## config.mk

```make
export PLATFORM = sky130hd
export DESIGN_NAME = instrMem
export DESIGN_NICKNAME = d
export VERILOG_FILES = /design/src/mipsPkg.sv /design/src/instrMem.sv
export SDC_FILE = /design/constraint.sdc
export NUM_CORES = 2
export LEC_CHECK = 0
export BUFFER_PORTS_ARGS = -buffer_cell sky130_fd_sc_hd__buf_2
export CORE_UTILIZATION = 60
export CTS_CLUSTER_DIAMETER = 80
export CTS_CLUSTER_SIZE = 30
export DETAILED_ROUTE_END_ITERATION = 16
export PLACE_DENSITY = 0.76
export SETUP_SLACK_MARGIN = 0.02
export SLEW_MARGIN = 20
export SYNTH_ARGS = -nofsm -noshare
export SYNTH_HDL_FRONTEND = slang
export SYNTH_SLANG_ARGS = --single-unit
```

## constraint.sdc

```tcl
create_clock -name clk -period 4.55 [get_ports clk]
set_input_delay 0.2275 -clock clk [delete_from_list [all_inputs] [get_ports clk]]
set_output_delay 0.2275 -clock clk [all_outputs]
set_load 0.05 [all_outputs]
```

## src/mipsPkg.sv

```systemverilog
package mipsPkg;

  // ==================================================
  // basic types
  // ==================================================

  // data word, also used for addresses
  typedef logic [31:0] word;

  // register index
  typedef logic [4:0] regAddr;

  // jal writes its return address here
  localparam regAddr linkReg = 5'd31;

  // ==================================================
  // opcode field, bits 31:26
  // ==================================================

  localparam logic [5:0] opR    = 6'h00;
  localparam logic [5:0] opJ    = 6'h02;
  localparam logic [5:0] opJal  = 6'h03;
  localparam logic [5:0] opBeq  = 6'h04;
  localparam logic [5:0] opAddi = 6'h08;
  localparam logic [5:0] opLw   = 6'h23;
  localparam logic [5:0] opSw   = 6'h2B;

  // funct field of r-type, bits 5:0
  localparam logic [5:0] fnAdd = 6'h20;
  localparam logic [5:0] fnSub = 6'h22;
  localparam logic [5:0] fnAnd = 6'h24;
  localparam logic [5:0] fnOr  = 6'h25;
  localparam logic [5:0] fnSlt = 6'h2A;

  // ==================================================
  // alu operations
  // ==================================================

  typedef enum logic [3:0] {
    aluAdd = 4'd0,
    aluSub = 4'd1,
    aluAnd = 4'd2,
    aluOr  = 4'd3,
    aluSlt = 4'd4
  } aluOp;

  // ==================================================
  // instruction word, three views of the same bits
  // ==================================================

  typedef union packed {
    // r-type: register operands and funct
    struct packed {
      logic [5:0] op;
      regAddr     rs;
      regAddr     rt;
      regAddr     rd;
      logic [4:0] shamt;
      logic [5:0] funct;
    } rFields;
    // i-type: addi, lw, sw, beq
    struct packed {
      logic [5:0]  op;
      regAddr      rs;
      regAddr      rt;
      logic [15:0] imm16;
    } iFields;
    // j-type: j, jal
    struct packed {
      logic [5:0]  op;
      logic [25:0] target26;
    } jFields;
  } instrWord;

endpackage
```

## src/instrMem.sv

```systemverilog
module instrMem #(
  parameter int unsigned imemDepth = 64
) (
  input  logic                         clk,
  input  logic [$clog2(imemDepth)-1:0] addr,
  input  logic                         progWe,
  input  logic [$clog2(imemDepth)-1:0] progAddr,
  input  mipsPkg::word                 progData,
  output mipsPkg::word                 instr
);

  // program storage
  mipsPkg::word mem [imemDepth];

  // all-zero word is sll $0,$0,0, so unloaded slots act as no-ops
  initial begin
    for (int i = 0; i < imemDepth; i++) begin
      mem[i] = '0;
    end
  end

  // program load, one word per clock
  always_ff @(posedge clk) begin
    if (progWe) begin
      mem[progAddr] <= progData;
    end
  end

  // fetch in the same cycle
  // out of range only when depth is not a power of two
  assign instr = (32'(addr) < imemDepth) ? mem[addr] : '0;

endmodule

```

==> results.toml <==
[outcome]
status = "complete, no violations"

[timing]
setup_ws_ns = 0.994
hold_viol = 0
slew_headroom = 0.190
clock.fmax_ghz = 0.281
setup-tns-final_ns = 0
min_period_ns = 3.56
rsz0062_at_grt = "no"
finalCritPeriodShare = 0.782
drv_slew = 0
worst_slew_pin_slew_ns = 1.21
hold_ws_ns = 0.0324
setup-violations-final = 0

[placement]
gp_congestion = 0.830
dp_cells = 5071
io_buffers = 77
placed_area_sq_mm = 0.0814
pre_cts_slack_ns = 1.04
hpwlAfterDp_um = 111000

[worst_setup_path]
arrival_ns = 3.33
crit_path_start_kind = "input port"
crit_type = "input port to output port"
cp_cell_sequence = "buf_8 -> buf_12 -> buf_4 -> mux4_2 -> mux2i_1 -> a21oi_1 -> a21oi_1 -> nor2_1 -> buf_2"
endpoint_kind = "output port"
crit_fanout = 47
critPathRequiredTime_ns = 4.32
crit_top_cell = "a21oi_1"
slowest_stage = "mux4_2"
cpPeakStageDelay_ns = 0.53

[layout]
final_cells = 5177
drive_gt1_frac = 0.272
utilization = 0.653
fin_area_sq_mm = 0.0837
top_register = "mem"
final_common_cell = "edfxtp_1"
largest_reg_flops = 2048
n_fill_cell = 7957
top_regs = "mem (2048)"
finalNetCount = 3470
syn_to_final_growth_pct = 7.46
layout_common_cells = "edfxtp_1 (2048), mux4_2 (544), buf_4 (165)"

[power_and_ir_drop]
powerDensity_mw_per_mm2 = 378
pwr-share-seq = 0.660
sw_frac_of_total = 0.213
p_total_mw = 31.7
power.leakage_nw = 25.4
p_sw_mw = 6.73
intPower_mw = 24.9
pwr-share-comb = 0.066
ir_drop_mv = 0.270
clock_power_share = 0.274

[global_route]
antenna_found_initial = 8
grt_start_max_net_pins = 94
grt_pass1_wl_um = 271000
grt_overflow_total = 0
grt_pass1_vias = 36817
grt_usage = 0.297

[die]
num_rows = 131
ios = 78
die_w_um = 362
core_sq_mm = 0.128
dieArea_sq_mm = 0.131
die_h_um = 362
start_util = 0.608

[route]
drt-wirelength-per-cell_um = 37.0
wl_um = 192000
drc = 0
final_antenna_net_count = 0
vias_per_cell = 7.14
vias = 36952
drtIter0Drc = 5669
first_pass_iters = 5

[clocking]
h-tree-depth = 3
clkTransAtPathRegs_ns = 0.11
cts-root-buf = "clkbuf_16"
cts_tree = "done"
ctsHoldBuffers = 0
cts_resized = 0
cts_buffers = 79
post-cts-setup-buffers = 0
cts_sinks = 2048
ctsLongestPathBuffers = 3

[synth]
synth-seq-cells = 2048
ys_types = 33
syn-num-nets = 3338
syn_inst = 3292
yosysSeqAreaShare = 0.790
ys_warn_count = 0
synth_area_per_cell_sq_um = 23.7
syn-cell-area_sq_mm = 0.0779

[worst_hold_path]
worstHoldPathType = "input port to flop"

[flow_run]
max_cap_viol_count = 0
## final cells by class
class                      count  area, sq um  area share
timing repair buffer         233         1860      0.0222
clock buffer                  87         2090      0.0250
antenna                        8         20.0    0.000239
clock inverter                10         85.1     0.00102
tap                         1729         2160      0.0259
sequential                  2048        61500       0.735
multi-input combinational   1062        16000       0.191
## synthesized netlist by cell type, drive strengths merged
| library cell | n | share of area |
|---|---|---|
| clkbuf | 74 | 0.0036 |
| o221ai | 27 | 0.0030 |
| or3 | 3 | 0.00024 |
| nand3 | 5 | 0.00032 |
| edfxtp | 2048 | 0.79 |
| mux4 | 544 | 0.16 |
| nand2 | 26 | 0.0013 |
| nand2b | 8 | 0.00064 |
| or3b | 5 | 0.00056 |
| and3 | 4 | 0.00032 |
| a311oi | 8 | 0.00090 |
| nand4 | 2 | 0.00016 |
| o32ai | 4 | 0.00045 |
| o22ai | 84 | 0.0067 |
| nand3b | 5 | 0.00048 |
| nand4b | 1 | 0.00011 |
| a22oi | 12 | 0.0012 |
| a41o | 4 | 0.00051 |
| nor2b | 15 | 0.0012 |
| nor3 | 7 | 0.00045 |
| a21oi | 62 | 0.0040 |
| a31oi | 1 | 0.000080 |
| mux2i | 93 | 0.012 |
| or2 | 3 | 0.00024 |
| nor2 | 137 | 0.0066 |
| buf | 108 | 0.0078 |
| and2 | 2 | 0.00016 |
## worst max-delay path, delay by kind of cell
kind                   cells  cell delay [ns]
AND/OR/NAND/NOR            1             0.18
multiplexers               2             0.90
buffers and inverters      4             1.39
AO/OA/AOI/OAI              2             0.48
## power by group through the flow
stage                     Combinational (mW)  Clock (mW)  Sequential, mW
after CTS                               2.07        8.73            20.9
after global placement                  2.00           0            21.3
after global routing                    2.17        9.27            20.9
final                                   2.08        8.69            20.9
after detailed placement                2.06           0            21.3
after floorplan                         1.19           0            21.3
## path summary, 6_finish.rpt
| path | from | endpoint | cells past startpoint |
|---|---|---|---|
| worst min-delay path | progData[25] | mem[23][25]$_DFFE_PP_ | 1 |
| worst max-delay path | addr[0] | instr[1] | 9 |
## routing by layer
layer	vias to the layer above	part of all wire	track usage
met5	-	0.00030	0
met4	10	0.028	0.0787
met3	336	0.13	0.0603
met2	2725	0.48	0.465
li1	14254	-	-
met1	19627	0.36	0.436
## cell families after synthesis
kind of cell,after synthesis,share of synthesized area
buf+inv,182,0.0114
flops,2048,0.790
compound gates,202,0.0169
mux,637,0.169
simple gates,223,0.0128
Note: power is estimated with default switching activity, not from simulation.
