File: config.mk
export PLATFORM = sky130hd
export DESIGN_NAME = dataMem
export DESIGN_NICKNAME = d
export VERILOG_FILES = /design/src/mipsPkg.sv /design/src/dataMem.sv
export SDC_FILE = /design/constraint.sdc
export NUM_CORES = 2
export LEC_CHECK = 0
export BUFFER_PORTS_ARGS = -buffer_cell sky130_fd_sc_hd__buf_2
export CORE_UTILIZATION = 60
export CTS_BUF_LIST = sky130_fd_sc_hd__clkbuf_2
export CTS_CLUSTER_DIAMETER = 200
export CTS_CLUSTER_SIZE = 28
export DETAILED_ROUTE_END_ITERATION = 16
export HOLD_SLACK_MARGIN = 0.03
export MAX_ROUTING_LAYER = met4
export PLACE_DENSITY = 0.76
export SYNTH_ARGS = -nofsm -noshare
export SYNTH_HDL_FRONTEND = slang
export SYNTH_SLANG_ARGS = --single-unit
export TNS_END_PERCENT = 20
File: constraint.sdc
create_clock -name clk -period 3.1 [get_ports clk]
set_input_delay 0.31 -clock clk [delete_from_list [all_inputs] [get_ports clk]]
set_output_delay 0.31 -clock clk [all_outputs]
set_load 0.05 [all_outputs]
File: src/mipsPkg.sv
package mipsPkg;

  // ==================================================
  // basic types
  // ==================================================

  // data word, also used for addresses
  typedef logic [31:0] word;

  // register index
  typedef logic [4:0] regAddr;

  // jal writes its return address here
  localparam regAddr linkReg = 5'd31;

  // ==================================================
  // opcode field, bits 31:26
  // ==================================================

  localparam logic [5:0] opR    = 6'h00;
  localparam logic [5:0] opJ    = 6'h02;
  localparam logic [5:0] opJal  = 6'h03;
  localparam logic [5:0] opBeq  = 6'h04;
  localparam logic [5:0] opAddi = 6'h08;
  localparam logic [5:0] opLw   = 6'h23;
  localparam logic [5:0] opSw   = 6'h2B;

  // funct field of r-type, bits 5:0
  localparam logic [5:0] fnAdd = 6'h20;
  localparam logic [5:0] fnSub = 6'h22;
  localparam logic [5:0] fnAnd = 6'h24;
  localparam logic [5:0] fnOr  = 6'h25;
  localparam logic [5:0] fnSlt = 6'h2A;

  // ==================================================
  // alu operations
  // ==================================================

  typedef enum logic [3:0] {
    aluAdd = 4'd0,
    aluSub = 4'd1,
    aluAnd = 4'd2,
    aluOr  = 4'd3,
    aluSlt = 4'd4
  } aluOp;

  // ==================================================
  // instruction word, three views of the same bits
  // ==================================================

  typedef union packed {
    // r-type: register operands and funct
    struct packed {
      logic [5:0] op;
      regAddr     rs;
      regAddr     rt;
      regAddr     rd;
      logic [4:0] shamt;
      logic [5:0] funct;
    } rFields;
    // i-type: addi, lw, sw, beq
    struct packed {
      logic [5:0]  op;
      regAddr      rs;
      regAddr      rt;
      logic [15:0] imm16;
    } iFields;
    // j-type: j, jal
    struct packed {
      logic [5:0]  op;
      logic [25:0] target26;
    } jFields;
  } instrWord;

endpackage
File: src/dataMem.sv
module dataMem #(
  parameter int unsigned dmemDepth = 64
) (
  input  logic                         clk,
  input  logic                         rst,
  input  logic [$clog2(dmemDepth)-1:0] addr,
  input  mipsPkg::word                 wData,
  input  logic                         we,
  output mipsPkg::word                 rData
);

  mipsPkg::word mem [dmemDepth];

  // ==================================================
  // storage, cleared so untouched words load as zero
  // ==================================================
  always_ff @(posedge clk or negedge rst) begin
    if (!rst) begin
      for (int i = 0; i < dmemDepth; i++) begin
        mem[i] <= '0;
      end
    end else if (we) begin
      mem[addr] <= wData;
    end
  end

  // combinational read, lw sees it in the same cycle
  assign rData = (32'(addr) < dmemDepth) ? mem[addr] : '0;

  // stores from the core must land inside the array
  a_addrRange : assert property (@(posedge clk) disable iff (!rst)
    we |-> (32'(addr) < dmemDepth))
    else $error("dataMem: store to word %0d beyond depth", addr);

endmodule

==> impl_metrics.sql <==
INSERT INTO impl_metrics (metric_group, metric, value, unit) VALUES
('cts', 'htree_num_levels', '3', ''),
('final_layout', 'finalNetCount', '6983', ''),
('timing', 'final.hold.worst_slack', '0.145', 'ns'),
('timing', 'report.final.slew_viol_count', '0', ''),
('final_layout', 'max_flop_register', 'mem', ''),
('worst_setup_path', 'cp.arrival', '4.10', 'ns'),
('final_layout', 'fin_cells', '8996', ''),
('final_layout', 'fillCellCount', '10500', ''),
('detailed_routing', 'drt-total-wl', '310000', 'um'),
('synthesis', 'synthCells', '6808', ''),
('timing', 'final.period_utilization', '1.42', ''),
('global_routing', 'grt_antenna_before_repair', '17', ''),
('pwr', 'power_frac_clock', '0.171', ''),
('run', 'cap_violations', '0', ''),
('place', 'placed_instance_area', '0.0993', 'mm^2'),
('synthesis', 'ys.flop_type', 'dfrtp_1', ''),
('timing', 'fin_crit', '4.41', 'ns'),
('synthesis', 'synth_largest_type_area_fraction', '0.556', ''),
('detailed_routing', 'route.vias.total', '65200', ''),
('place', 'buffer_ports.inserted', '72', ''),
('synthesis', 'most_frequently_used_cell_type_in_the_post_synthesis_netlist', 'mux2_2', ''),
('global_routing', 'maximum_number_of_pins_on_one_net_before_global_route_repair', '98', ''),
('synthesis', 'synth_enable_flop_cells', '0', ''),
('pwr', 'vdd_ir_drop_max', '379', 'uV'),
('timing', 'timing.final.setup_violations', '37', ''),
('worst_setup_path', 'criticalPathCategory', 'register to output pin', ''),
('timing', 'worst-slew-pin-transition', '1.31', 'ns'),
('pwr', 'power.static_leakage', '47.1', 'nW'),
('timing', 'layout_setup_ws', '-1.31', 'ns'),
('hold_path', 'hp-start', 'wData[23]', ''),
('final_layout', 'biggestRegsByFlops', 'mem: 2048 flops', ''),
('pwr', 'power_switching_share', '0.283', ''),
('global_routing', 'first_global_vias', '65200', ''),
('global_routing', 'grt_util_all_layers', '0.412', ''),
('synthesis', 'synth.distinct_cells', '60', ''),
('synthesis', 'synth_common_cells', '2067 x mux2_2, 2048 x dfrtp_1, 428 x a22oi_1', ''),
('synthesis', 'synth-async-reset-ratio', '1.00', ''),
('synthesis', 'synth.yosys.seq_area_share', '0.556', ''),
('pwr', 'fraction_of_power_consumed_by_combinational_cells', '0.184', ''),
('final_layout', 'flow.area_growth_from_synthesis', '11.2', '%'),
('final_layout', 'largest_register_ff_count', '2048', ''),
('synthesis', 'dominant_cells_by_area_after_synthesis', 'dfrtp_1 56%, mux2_2 25%, a22oi_1 3.5%', ''),
('place', 'hpwl', '191000', 'um'),
('floorplanning', 'fp.coreArea', '0.152', 'mm^2'),
('status', 'violations_in_the_final_reports', 'setup timing', ''),
('synthesis', 'synth_area_per_cell', '13.5', 'um^2'),
('cts', 'cts.root.buffer_cell', 'clkbuf_2', ''),
('global_routing', 'grt_pass1_wl', '454000', 'um'),
('floorplanning', 'die_w', '394', 'um'),
('cts', 'worst_setup_hold_path_clk_slew', '0.54', 'ns'),
('cts', 'cts.sinks', '2048', ''),
('floorplanning', 'start_util', '0.606', ''),
('worst_setup_path', 'critPathMaxFanout', '2', ''),
('detailed_routing', 'post-route-drc-count', '0', ''),
('timing', 'achievable-frequency', '227', 'MHz'),
('floorplanning', 'die_y', '394', 'um'),
('synthesis', 'mappedNetlistArea', '0.0922', 'mm^2'),
('final_layout', 'design_area', '0.103', 'mm^2'),
('worst_setup_path', 'critical_path.startpoint', 'mem[862]', ''),
('detailed_routing', 'drt-initial-drc-count', '7774', ''),
('synthesis', 'synthesis.yosys.warnings', '0', ''),
('status', 'status', 'finished, violations left', ''),
('pwr', 'intPower', '0.0358', 'W'),
('place', 'placed_cells_incl_taps', '8715', ''),
('detailed_routing', 'avgRoutedWirePerCell', '34.5', 'um'),
('pwr', 'cellPowerDensity', '487', 'mW/mm^2'),
('place', 'gp_congestion', '0.953', ''),
('synthesis', 'yosys.area.top_type', 'dfrtp_1', ''),
('hold_path', 'timing.hold.worst.class', 'input port to register', ''),
('final_layout', 'final_layout_size_suffix_gt1_frac', '0.444', ''),
('cts', 'cts_tree', 'built', '');
[metal layers]
layer | vias to the layer above | part of all wire | global-route usage
li1 | 25600 | - | -
met1 | 34400 | 0.37 | 0.538
met2 | 4049 | 0.43 | 0.578
met3 | 1117 | 0.12 | 0.116
met4 | 0 | 0.068 | 0.233
met5 | - | 0 | -
[layout by cell type, fill, tap and decap left out, drive strengths merged, types with 7 or more instances in the layout]
| master | Yosys | layout |
|---|---|---|
| nand4 | 11 | 11 |
| dfrtp | 2048 | 2048 |
| nand2b | 20 | 20 |
| mux2i | 111 | 111 |
| a22oi | 428 | 428 |
| a21oi | 266 | 266 |
| buf | 455 | 667 |
| or4 | 13 | 13 |
| a31oi | 8 | 8 |
| nand2 | 113 | 113 |
| a221oi | 273 | 273 |
| nand3 | 25 | 25 |
| o22ai | 85 | 85 |
| or3 | 9 | 9 |
| o211ai | 21 | 21 |
| and3 | 7 | 7 |
| nor3 | 12 | 12 |
| a211oi | 27 | 27 |
| mux4 | 63 | 63 |
| a221o | 14 | 14 |
| mux2 | 2082 | 2082 |
| o221ai | 17 | 17 |
| o2bb2ai | 12 | 12 |
| dlygate4sd3 | 0 | 139 |
| a22o | 52 | 52 |
| o2111ai | 8 | 8 |
| o21ai | 150 | 150 |
| nor4 | 18 | 18 |
| clkbuf | 302 | 87 |
| diode | 0 | 20 |
| nor2b | 9 | 9 |
| nor2 | 83 | 83 |
[timing repair]
item	in CTS	in global routing
endpoints found under the setup margin	32	32
gates resized for setup	90	49
hold buffers	171	0
endpoints found under the hold margin	4096	0
buffers inserted	1	2
pin swaps	20	18
[area by class of cell]
type	instances	area, um^2	area share
clock buffer	87	435	0.00424
clock inverter	2	33.8	0.000329
multi-input combinational	4001	38600	0.376
sequential	2048	51200	0.500
inverter	2	7.51	0.0000732
tap	2030	2540	0.0248
antenna	20	50.0	0.000488
timing repair buffer	806	9700	0.0946
[cells by family after synthesis]
family,Yosys count,synth area share
AO/OA/AOI/OAI,1404,0.108
flip-flops,2048,0.556
multiplexers,2256,0.282
AND/OR/NAND/NOR,341,0.0180
buffers and inverters,759,0.0368
[critical path: stages, from the launching register on]
cell and delay, ns:
dfrtp_1 0.48, mux4_2 0.49, nor2_1 0.11, a31oi_1 0.08, o2111ai_2 0.32, nand4_1 0.37, buf_4 0.27, buf_6 0.15
[metrics by stage]
| stage | setup slack, ns | util | power (W) |
|---|---|---|---|
| final | -1.31 | 0.674 | 0.0499 |
| after floorplan | 0.361 | - | 0.0376 |
| after detailed placement | -0.180 | 0.652 | 0.0411 |
| after CTS | -1.33 | 0.672 | 0.0497 |
| after global routing | -1.35 | 0.674 | 0.0518 |
| after global placement | -0.226 | 0.652 | 0.0406 |
[power by group through the flow]
stage	clock (W)	sequential (W)	combinational (W)
4_1_cts	0.00855	0.0322	0.00901
6_report	0.00854	0.0322	0.00917
3_5_place_dp	0	0.0326	0.00858
5_1_grt	0.00940	0.0327	0.00972
2_1_floorplan	0	0.0319	0.00567
3_3_place_gp	0	0.0323	0.00826
[final timing paths]
check / to
hold / removal: mem[1431]
hold reg to reg: mem[1932]
max in group asynchronous: mem[326]
min in group asynchronous: mem[922]
setup / recovery: rData[30]
setup reg to reg: mem[871]
(Power assumes the default switching activity.)
