`config.mk`:
```
export PLATFORM = sky130hd
export DESIGN_NAME = mipsCore
export DESIGN_NICKNAME = d
export VERILOG_FILES = /design/src/mipsPkg.sv /design/src/mipsCore.sv /design/src/pcUnit.sv /design/src/regFile.sv /design/src/aluUnit.sv /design/src/controlUnit.sv
export SDC_FILE = /design/constraint.sdc
export NUM_CORES = 2
export LEC_CHECK = 0
export BUFFER_PORTS_ARGS = -buffer_cell sky130_fd_sc_hd__buf_2
export CAP_MARGIN = 20
export CORE_MARGIN = 1
export CORE_UTILIZATION = 30
export DETAILED_ROUTE_END_ITERATION = 7
export PLACE_DENSITY = 0.41
export RECOVER_POWER = 50
export SYNTH_ARGS = -nofsm -noshare
export SYNTH_HDL_FRONTEND = slang
export SYNTH_SLANG_ARGS = --single-unit
export TNS_END_PERCENT = 1
```
`constraint.sdc`:
```
create_clock -name clk -period 10.4 [get_ports clk]
set_input_delay 1.56 -clock clk [delete_from_list [all_inputs] [get_ports clk]]
set_output_delay 1.56 -clock clk [all_outputs]
set_load 0.01 [all_outputs]
```
`src/mipsPkg.sv`:
```
package mipsPkg;

  // ==================================================
  // basic types
  // ==================================================

  // data word, also used for addresses
  typedef logic [31:0] word;

  // register index
  typedef logic [4:0] regAddr;

  // jal writes its return address here
  localparam regAddr linkReg = 5'd31;

  // ==================================================
  // opcode field, bits 31:26
  // ==================================================

  localparam logic [5:0] opR    = 6'h00;
  localparam logic [5:0] opJ    = 6'h02;
  localparam logic [5:0] opJal  = 6'h03;
  localparam logic [5:0] opBeq  = 6'h04;
  localparam logic [5:0] opAddi = 6'h08;
  localparam logic [5:0] opLw   = 6'h23;
  localparam logic [5:0] opSw   = 6'h2B;

  // funct field of r-type, bits 5:0
  localparam logic [5:0] fnAdd = 6'h20;
  localparam logic [5:0] fnSub = 6'h22;
  localparam logic [5:0] fnAnd = 6'h24;
  localparam logic [5:0] fnOr  = 6'h25;
  localparam logic [5:0] fnSlt = 6'h2A;

  // ==================================================
  // alu operations
  // ==================================================

  typedef enum logic [3:0] {
    aluAdd = 4'd0,
    aluSub = 4'd1,
    aluAnd = 4'd2,
    aluOr  = 4'd3,
    aluSlt = 4'd4
  } aluOp;

  // ==================================================
  // instruction word, three views of the same bits
  // ==================================================

  typedef union packed {
    // r-type: register operands and funct
    struct packed {
      logic [5:0] op;
      regAddr     rs;
      regAddr     rt;
      regAddr     rd;
      logic [4:0] shamt;
      logic [5:0] funct;
    } rFields;
    // i-type: addi, lw, sw, beq
    struct packed {
      logic [5:0]  op;
      regAddr      rs;
      regAddr      rt;
      logic [15:0] imm16;
    } iFields;
    // j-type: j, jal
    struct packed {
      logic [5:0]  op;
      logic [25:0] target26;
    } jFields;
  } instrWord;

endpackage
```
`src/mipsCore.sv`:
```
module mipsCore #(
  parameter int unsigned imemDepth = 64,
  parameter int unsigned dmemDepth = 64
) (
  input  logic                         clk,
  input  logic                         rst,
  input  logic                         run,
  input  mipsPkg::word                 instr,
  output logic [$clog2(imemDepth)-1:0] imemAddr,
  input  mipsPkg::word                 dmemRdata,
  output logic [$clog2(dmemDepth)-1:0] dmemAddr,
  output mipsPkg::word                 dmemWdata,
  output logic                         dmemWe,
  output logic                         wbValid,
  output mipsPkg::regAddr              wbAddr,
  output mipsPkg::word                 wbData,
  output mipsPkg::word                 pc
);

  localparam int imemAw = $clog2(imemDepth);
  localparam int dmemAw = $clog2(dmemDepth);

  // ==================================================
  // decode
  // ==================================================
  mipsPkg::instrWord iw;
  mipsPkg::word      immExt;
  mipsPkg::aluOp     aluCtl;
  logic regDst, aluSrc, memToReg, regWrite;
  logic memWrite, branch, jump, link;

  assign iw     = instr;
  assign immExt = {{16{iw.iFields.imm16[15]}}, iw.iFields.imm16};

  controlUnit ctrl_i (
    .op       (iw.rFields.op),
    .funct    (iw.rFields.funct),
    .regDst   (regDst),
    .aluSrc   (aluSrc),
    .memToReg (memToReg),
    .regWrite (regWrite),
    .memWrite (memWrite),
    .branch   (branch),
    .jump     (jump),
    .link     (link),
    .aluOp    (aluCtl)
  );

  // ==================================================
  // registers and alu
  // ==================================================
  mipsPkg::word    rData1, rData2, aluB, aluResult, pcPlus4;
  mipsPkg::regAddr writeReg;
  logic            aluZero, regWe, branchTaken;

  // destination: $ra for jal, rd for r-type, else rt
  assign writeReg = link ? mipsPkg::linkReg : (regDst ? iw.rFields.rd : iw.rFields.rt);
  assign wbData   = link ? pcPlus4 : (memToReg ? dmemRdata : aluResult);

  // nothing commits while halted
  assign regWe = regWrite & run;

  regFile rf_i (
    .clk    (clk),
    .rst    (rst),
    .we     (regWe),
    .rAddr1 (iw.rFields.rs),
    .rAddr2 (iw.rFields.rt),
    .wAddr  (writeReg),
    .wData  (wbData),
    .rData1 (rData1),
    .rData2 (rData2)
  );

  assign aluB = aluSrc ? immExt : rData2;

  aluUnit alu_i (
    .a      (rData1),
    .b      (aluB),
    .aluOp  (aluCtl),
    .result (aluResult),
    .zero   (aluZero)
  );

  assign branchTaken = branch & aluZero;

  pcUnit pc_i (
    .clk          (clk),
    .rst          (rst),
    .run          (run),
    .branchTaken  (branchTaken),
    .jump         (jump),
    .jumpTarget   (iw.jFields.target26),
    .branchOffset (immExt),
    .pc           (pc),
    .pcPlus4      (pcPlus4)
  );

  // memory side, byte addresses turned into word indices
  assign imemAddr  = pc[imemAw+1:2];
  assign dmemAddr  = aluResult[dmemAw+1:2];
  assign dmemWdata = rData2;
  assign dmemWe    = memWrite & run;

  // trace port
  assign wbValid = regWe;
  assign wbAddr  = writeReg;

endmodule

```
`src/pcUnit.sv`:
```
module pcUnit (
  input  logic         clk,
  input  logic         rst,
  input  logic         run,
  input  logic         branchTaken,
  input  logic         jump,
  input  logic [25:0]  jumpTarget,
  input  mipsPkg::word branchOffset,
  output mipsPkg::word pc,
  output mipsPkg::word pcPlus4
);

  mipsPkg::word pcNext;
  mipsPkg::word branchAddr;
  mipsPkg::word jumpAddr;

  assign pcPlus4 = pc + 32'd4;

  // offset counts words
  assign branchAddr = pcPlus4 + {branchOffset[29:0], 2'b00};

  // pseudo-direct, region taken from pc+4
  assign jumpAddr = {pcPlus4[31:28], jumpTarget, 2'b00};

  // ==================================================
  // next address, jump wins over branch
  // ==================================================
  always_comb begin
    if (jump) begin
      pcNext = jumpAddr;
    end else if (branchTaken) begin
      pcNext = branchAddr;
    end else begin
      pcNext = pcPlus4;
    end
  end

  // hold while run is low
  always_ff @(posedge clk or negedge rst) begin
    if (!rst) begin
      pc <= '0;
    end else if (run) begin
      pc <= pcNext;
    end
  end

  a_pcAligned : assert property (@(posedge clk) disable iff (!rst) pc[1:0] == 2'b00)
    else $error("pcUnit: unaligned pc %h", pc);

endmodule

```
`src/regFile.sv`:
```
module regFile (
  input  logic            clk,
  input  logic            rst,
  input  logic            we,
  input  mipsPkg::regAddr rAddr1,
  input  mipsPkg::regAddr rAddr2,
  input  mipsPkg::regAddr wAddr,
  input  mipsPkg::word    wData,
  output mipsPkg::word    rData1,
  output mipsPkg::word    rData2
);

  // 32 general purpose registers
  mipsPkg::word regs [32];

  // ==================================================
  // write port
  // ==================================================
  always_ff @(posedge clk or negedge rst) begin
    if (!rst) begin
      for (int i = 0; i < 32; i++) begin
        regs[i] <= '0;
      end
    end else if (we && (wAddr != 5'd0)) begin
      // writes to $zero are dropped here
      regs[wAddr] <= wData;
    end
  end

  // read ports, $zero forced
  assign rData1 = (rAddr1 == 5'd0) ? '0 : regs[rAddr1];
  assign rData2 = (rAddr2 == 5'd0) ? '0 : regs[rAddr2];

  // register 0 stays zero across any sequence of writes
  a_regZero : assert property (@(posedge clk) disable iff (!rst) regs[0] == '0)
    else $error("regFile: register 0 holds %h", regs[0]);

endmodule

```
`src/aluUnit.sv`:
```
module aluUnit (
  input  mipsPkg::word  a,
  input  mipsPkg::word  b,
  input  mipsPkg::aluOp aluOp,
  output mipsPkg::word  result,
  output logic          zero
);

  // signed views for slt
  logic signed [31:0] aSigned;
  logic signed [31:0] bSigned;

  assign aSigned = a;
  assign bSigned = b;

  // ==================================================
  // operation select
  // ==================================================
  always_comb begin
    case (aluOp)
      mipsPkg::aluAdd: result = a + b;
      mipsPkg::aluSub: result = a - b;
      mipsPkg::aluAnd: result = a & b;
      mipsPkg::aluOr:  result = a | b;
      // signed compare, 1 or 0
      mipsPkg::aluSlt: result = {31'd0, aSigned < bSigned};
      default:         result = '0;
    endcase
  end

  // zero flag for every op, beq reads it after sub
  assign zero = (result == '0);

endmodule

```
`src/controlUnit.sv`:
```
module controlUnit (
  input  logic [5:0]     op,
  input  logic [5:0]     funct,
  output logic           regDst,
  output logic           aluSrc,
  output logic           memToReg,
  output logic           regWrite,
  output logic           memWrite,
  output logic           branch,
  output logic           jump,
  output logic           link,
  output mipsPkg::aluOp  aluOp
);

  // main decode and alu decode in one place
  always_comb begin
    // default is no write and no flow change
    regDst   = 1'b0;
    aluSrc   = 1'b0;
    memToReg = 1'b0;
    regWrite = 1'b0;
    memWrite = 1'b0;
    branch   = 1'b0;
    jump     = 1'b0;
    link     = 1'b0;
    aluOp    = mipsPkg::aluAdd;
    case (op)
      mipsPkg::opR: begin
        regDst   = 1'b1;
        regWrite = 1'b1;
        case (funct)
          mipsPkg::fnAdd: aluOp = mipsPkg::aluAdd;
          mipsPkg::fnSub: aluOp = mipsPkg::aluSub;
          mipsPkg::fnAnd: aluOp = mipsPkg::aluAnd;
          mipsPkg::fnOr:  aluOp = mipsPkg::aluOr;
          mipsPkg::fnSlt: aluOp = mipsPkg::aluSlt;
          // unknown funct codes write nothing
          default: regWrite = 1'b0;
        endcase
      end
      mipsPkg::opAddi: begin
        aluSrc   = 1'b1;
        regWrite = 1'b1;
      end
      mipsPkg::opLw: begin
        // address is rs + imm
        aluSrc   = 1'b1;
        memToReg = 1'b1;
        regWrite = 1'b1;
      end
      mipsPkg::opSw: begin
        aluSrc   = 1'b1;
        memWrite = 1'b1;
      end
      mipsPkg::opBeq: begin
        // compare by subtraction and let the zero flag decide
        branch = 1'b1;
        aluOp  = mipsPkg::aluSub;
      end
      mipsPkg::opJ: jump = 1'b1;
      mipsPkg::opJal: begin
        jump     = 1'b1;
        link     = 1'b1;
        regWrite = 1'b1;
      end
      default: ;
    endcase
  end

  // a store never retires a register write in the same instruction
  always_comb begin
    assert (!(memWrite && regWrite))
      else $error("controlUnit: memWrite and regWrite both set, op %h", op);
  end

endmodule

```
==> results summary <==
By area, the combinational part of the netlist is dominated by multiplexers. CTS placed an instance of clkbuf_16 at the clock tree root. The type of the worst min-delay path is flip-flop to flip-flop. The async set-reset flop share out of synthesis came out at 100.0%. The detailed-routing iteration count for the pre-antenna-repair pass came out at 6. The area fraction in and, or, nand and nor cells after synthesis came out at 11.87%. The area used by multi-input combinational logic came out at 0.03363 mm2. The part of the Yosys area used for sequential elements is 41.99%.

The number of synthesized flops with an enable pin came out at 0. The initial core utilization is a little under a third. The largest clock skew in the final design came out at 0.04322 ns. Synthesis handed over a netlist of a little over 6000 instances. The share of synthesized area spent on multiplexers came out at 22.39%. The total congestion overflow after global routing came out at 0. STA classifies the critical path endpoint as an output pin. The count of input and output buffers came out at 179. Of the cells placed in the final design, the portion with a size suffix greater than 1 is 19.42%. Once placement finished, the instance area stood at 0.06713 mm2.

The TritonCTS clock tree is built. Of the total synthesized cell area, the portion taken by XOR and XNOR cells is less than 1%. By instance count, the leading cell after synthesis is nand2_1.

The worst path uses a little over nine tenths of the clock period. Summing the areas of all fa, ha and maj instances in the mapped netlist gives 2.865% of the synthesized area. The footprint of the flip-flops and latches is 0.02638 mm2. The H-tree depth reported by CTS is 4. The critical path arrival came out at just over 8 ns.

The clock passes through at most 3 buffers. The layout overhead on the synthesized area is 13.72%. The most area-hungry cell type in the Yosys netlist is dfrtp_1. By count the netlist is led by 1154 x nand2_1, 1107 x o21ai_0, 1054 x dfrtp_1, 553 x mux4_2, 520 x clkbuf_1. The most used flip-flop cell after synthesis is dfrtp_1. The all-layer global routing usage came out at between 20% and 30%. The power density over cell area is 147.3 mW/mm2.

The hold buffer count at CTS is 0. The violation count after the first detailed-route iteration is 4574. The number of register bits inferred by synthesis came out at 1054. The number of placed I/O pins is 182. The count of final setup violators is 0. The floorplan step set the die height to between 400 and 500 um.

The checks that failed: capacitance limit, slew limit. The count of maximum capacitance violations is 8. Combinational logic is responsible for 14.8% of the overall power.

After the last flow step, the layout net total stands at roughly 6300. The sequential fraction of design power is 40.6%. The final routed wire length divided by cell count came out at 29.23 um. The count of yosys warnings during synthesis is 0. Setup repair after global routing left no endpoint under its margin. The die boundary width came out at approximately 460 um. The cell area after layout came out at 0.07142 mm2. The per-instance average area after synthesis is 10.16 um2. The first-pass GRT wire length came out at 379100 um.

The sum of negative setup slack is 0 ns. At the worst endpoint, the required time is 8.84 ns. The total chip power came out at 10520 uW. The clock-pin slew of the registers on the worst-case setup and hold paths came out at roughly 0.06 ns. The number of rows created at floorplan is roughly 170. The pin count of the biggest net entering global routing came out at approximately 170. The synthesized area came out at 0.06281 mm2.

The portion of synthesized cell area occupied by the leading cell type is 41.99%. The clock latency of the later-clocked register in the worst-skew pair is 0.81 ns. The final HPWL from detailed placement is 172300 um. The internal portion of total power came out at 7430 uW. Ranked by total cell area, the synthesized netlist is headed by dfrtp_1 42%, mux4_2 20%, o21ai_0 8.8%, nand2_1 6.9%, clkbuf_1 3.1%. The switching power is 3089 uW. The category of the critical setup timing path is input port to output pin.

The congestion estimate from routability-driven global placement came to 0.9224. The layout has 21110 filler cells. Based on the critical path, the design can be clocked at up to slightly above 100 MHz. The utilization after layout is 34.42%.

Across all layers, the routed design uses 49950 vias. The proportion of total power due to net switching is 29.36%. The post-route minimum period is around 9.8 ns. The number of routed nets with antenna violations is 0. The die outline area is between 0.2 and 0.25 mm2. The TritonCTS buffer count came out at 132. The share of power burned in the clock network came out at 44.6%. Yosys mapped the design onto 95 distinct sky130hd cell types.

The remaining routing DRC violations is 0. The peak ir drop on the vdd network came out at 0.1486 mV. In this run the tightest slew margin relative to its limit is -328.5%. The floorplan core area came out at between 0.2 and 0.25 mm2. The detailed-route vias per instance is ~5.5. The flow ran to the end, but the final reports show violations.

The number of max-slew violations in the final report came out at 817. The post-cts resize count came out at 0. The number of setup buffers added after CTS came out at 0. The top fanout value on the critical path came out at between 50 and 60. CTS saw 1054 sinks. The complex-gate fraction of the synthesized area is roughly 15%. The final wirelength came out at 263500 um.

The total leakage power is about 0.030 uW. The worst setup path is launched from an input port. At the pin with the least slew margin, the transition time is 6.427 ns. The number of antenna violations at the first check in global routing is 15. The number of global-route vias before repair is approximately 50000. The final number of hold-violating endpoints is 0.
[placed cells by master, fill, tap and decap left out, types with 17 or more instances in the layout]
master	netlist	layout
nand2_1	1154	1152
o21ai_0	1107	1081
dfrtp_1	1054	1054
mux4_2	553	553
buf_4	8	202
a21oi_1	200	197
nor2_1	190	188
inv_1	187	186
mux2i_1	155	153
ha_1	139	139
clkbuf_16	0	134
buf_2	18	133
nor3_1	82	81
clkbuf_1	520	72
o221ai_1	69	69
nand2b_1	56	55
nand3_1	49	49
o22ai_1	43	43
a211oi_1	40	40
xnor2_1	37	37
nand4_1	36	36
o21a_1	35	35
or3_1	30	30
and2_0	29	29
o211ai_1	26	26
clkbuf_8	0	24
xor2_1	21	21
nor2b_1	20	20
o21ai_2	0	20
o21bai_1	19	19
a21o_1	18	18
clkinv_2	0	17
buf_12	0	17
[state kept, by name, indices dropped and copies added, names as in the netlist]
name,count
pc_i.pc,30
rf_i.regs,1024
[stage by stage]
step | hold WS [ns] | worst slack [ns] | std cells
after floorplan | 0.4413 | 1.155 | 6185
after global placement | 0.3764 | 0.7124 | 8769
after detailed placement | 0.3833 | 0.6984 | 8773
after CTS | 0.3948 | 0.6792 | 9007
after global routing | 0.4047 | 0.2649 | 9008
final | 0.3935 | 0.5957 | 9015
[final timing paths]
kind / startpoint / endpoint / slack [ns] / cells past startpoint
worst max-delay path: instr[16] / wbData[16] / 0.60 / 20
min in group asynchronous: rst / rf_i.regs[747] / 3.19 / 1
worst min register to register: rf_i.regs[1023] / rf_i.regs[1023] / 0.39 / 0
worst min-delay path: rf_i.regs[1023] / rf_i.regs[1023] / 0.39 / 0
worst max register to register: rf_i.regs[896] / pc_i.pc[3] / 2.73 / 22
max in group asynchronous: rst / rf_i.regs[260] / 1.74 / 3
[critical path, cell delays in order]
cell and delay, ns:
buf_8 0.56, buf_4 0.53, mux4_2 0.57, mux4_2 0.46
and2_0 0.18, o21ai_0 0.22, buf_4 0.21, o21a_1 0.17
ha_1 0.40, nor4_1 0.83, a211oi_1 0.17, buf_4 0.21
o311a_1 0.29, a2111oi_0 0.38, a41oi_1 0.18, nand2_1 0.28
nand3_1 0.16, o21ai_2 0.33, inv_1 0.20, buf_2 0.19
[power groups by stage]
stage          logic, uW  registers, uW  clock network, uW
2_1_floorplan        930           4320                  0
3_3_place_gp        1570           4340                  0
3_5_place_dp        1570           4340                  0
4_1_cts             1580           4260               4810
5_1_grt             1690           4280               4950
6_report            1560           4270               4690
[cells by family (layout without fill, tap and decap cells)]
family	count (synthesis)	in the layout
compound gates	1684	1684
xor+xnor	58	58
fa+ha+maj	142	142
buf+inv	795	829
flops	1054	1054
mux	713	713
other cells	1	10
simple gates	1737	1737
[cell type report]
type                    instances  area share [%]
diodes                          8         0.02803
clock buffers                 191           5.331
clock inverters                43          0.7988
inverters                     190           1.000
multi-input cells            4336           47.09
flip-flops and latches       1054           36.93
well taps                    2788           4.884
repair buffers                405           3.941
[routing by layer]
layer  GRT usage [%]  routed length, um  up-vias
met2           39.10             120500     1442
met1           35.26             120700    25900
met3           3.888              14440      343
li1                -                  -    22250
met4           7.564               7818       12
met5               0                 79        -
(Power assumes the default switching activity.)
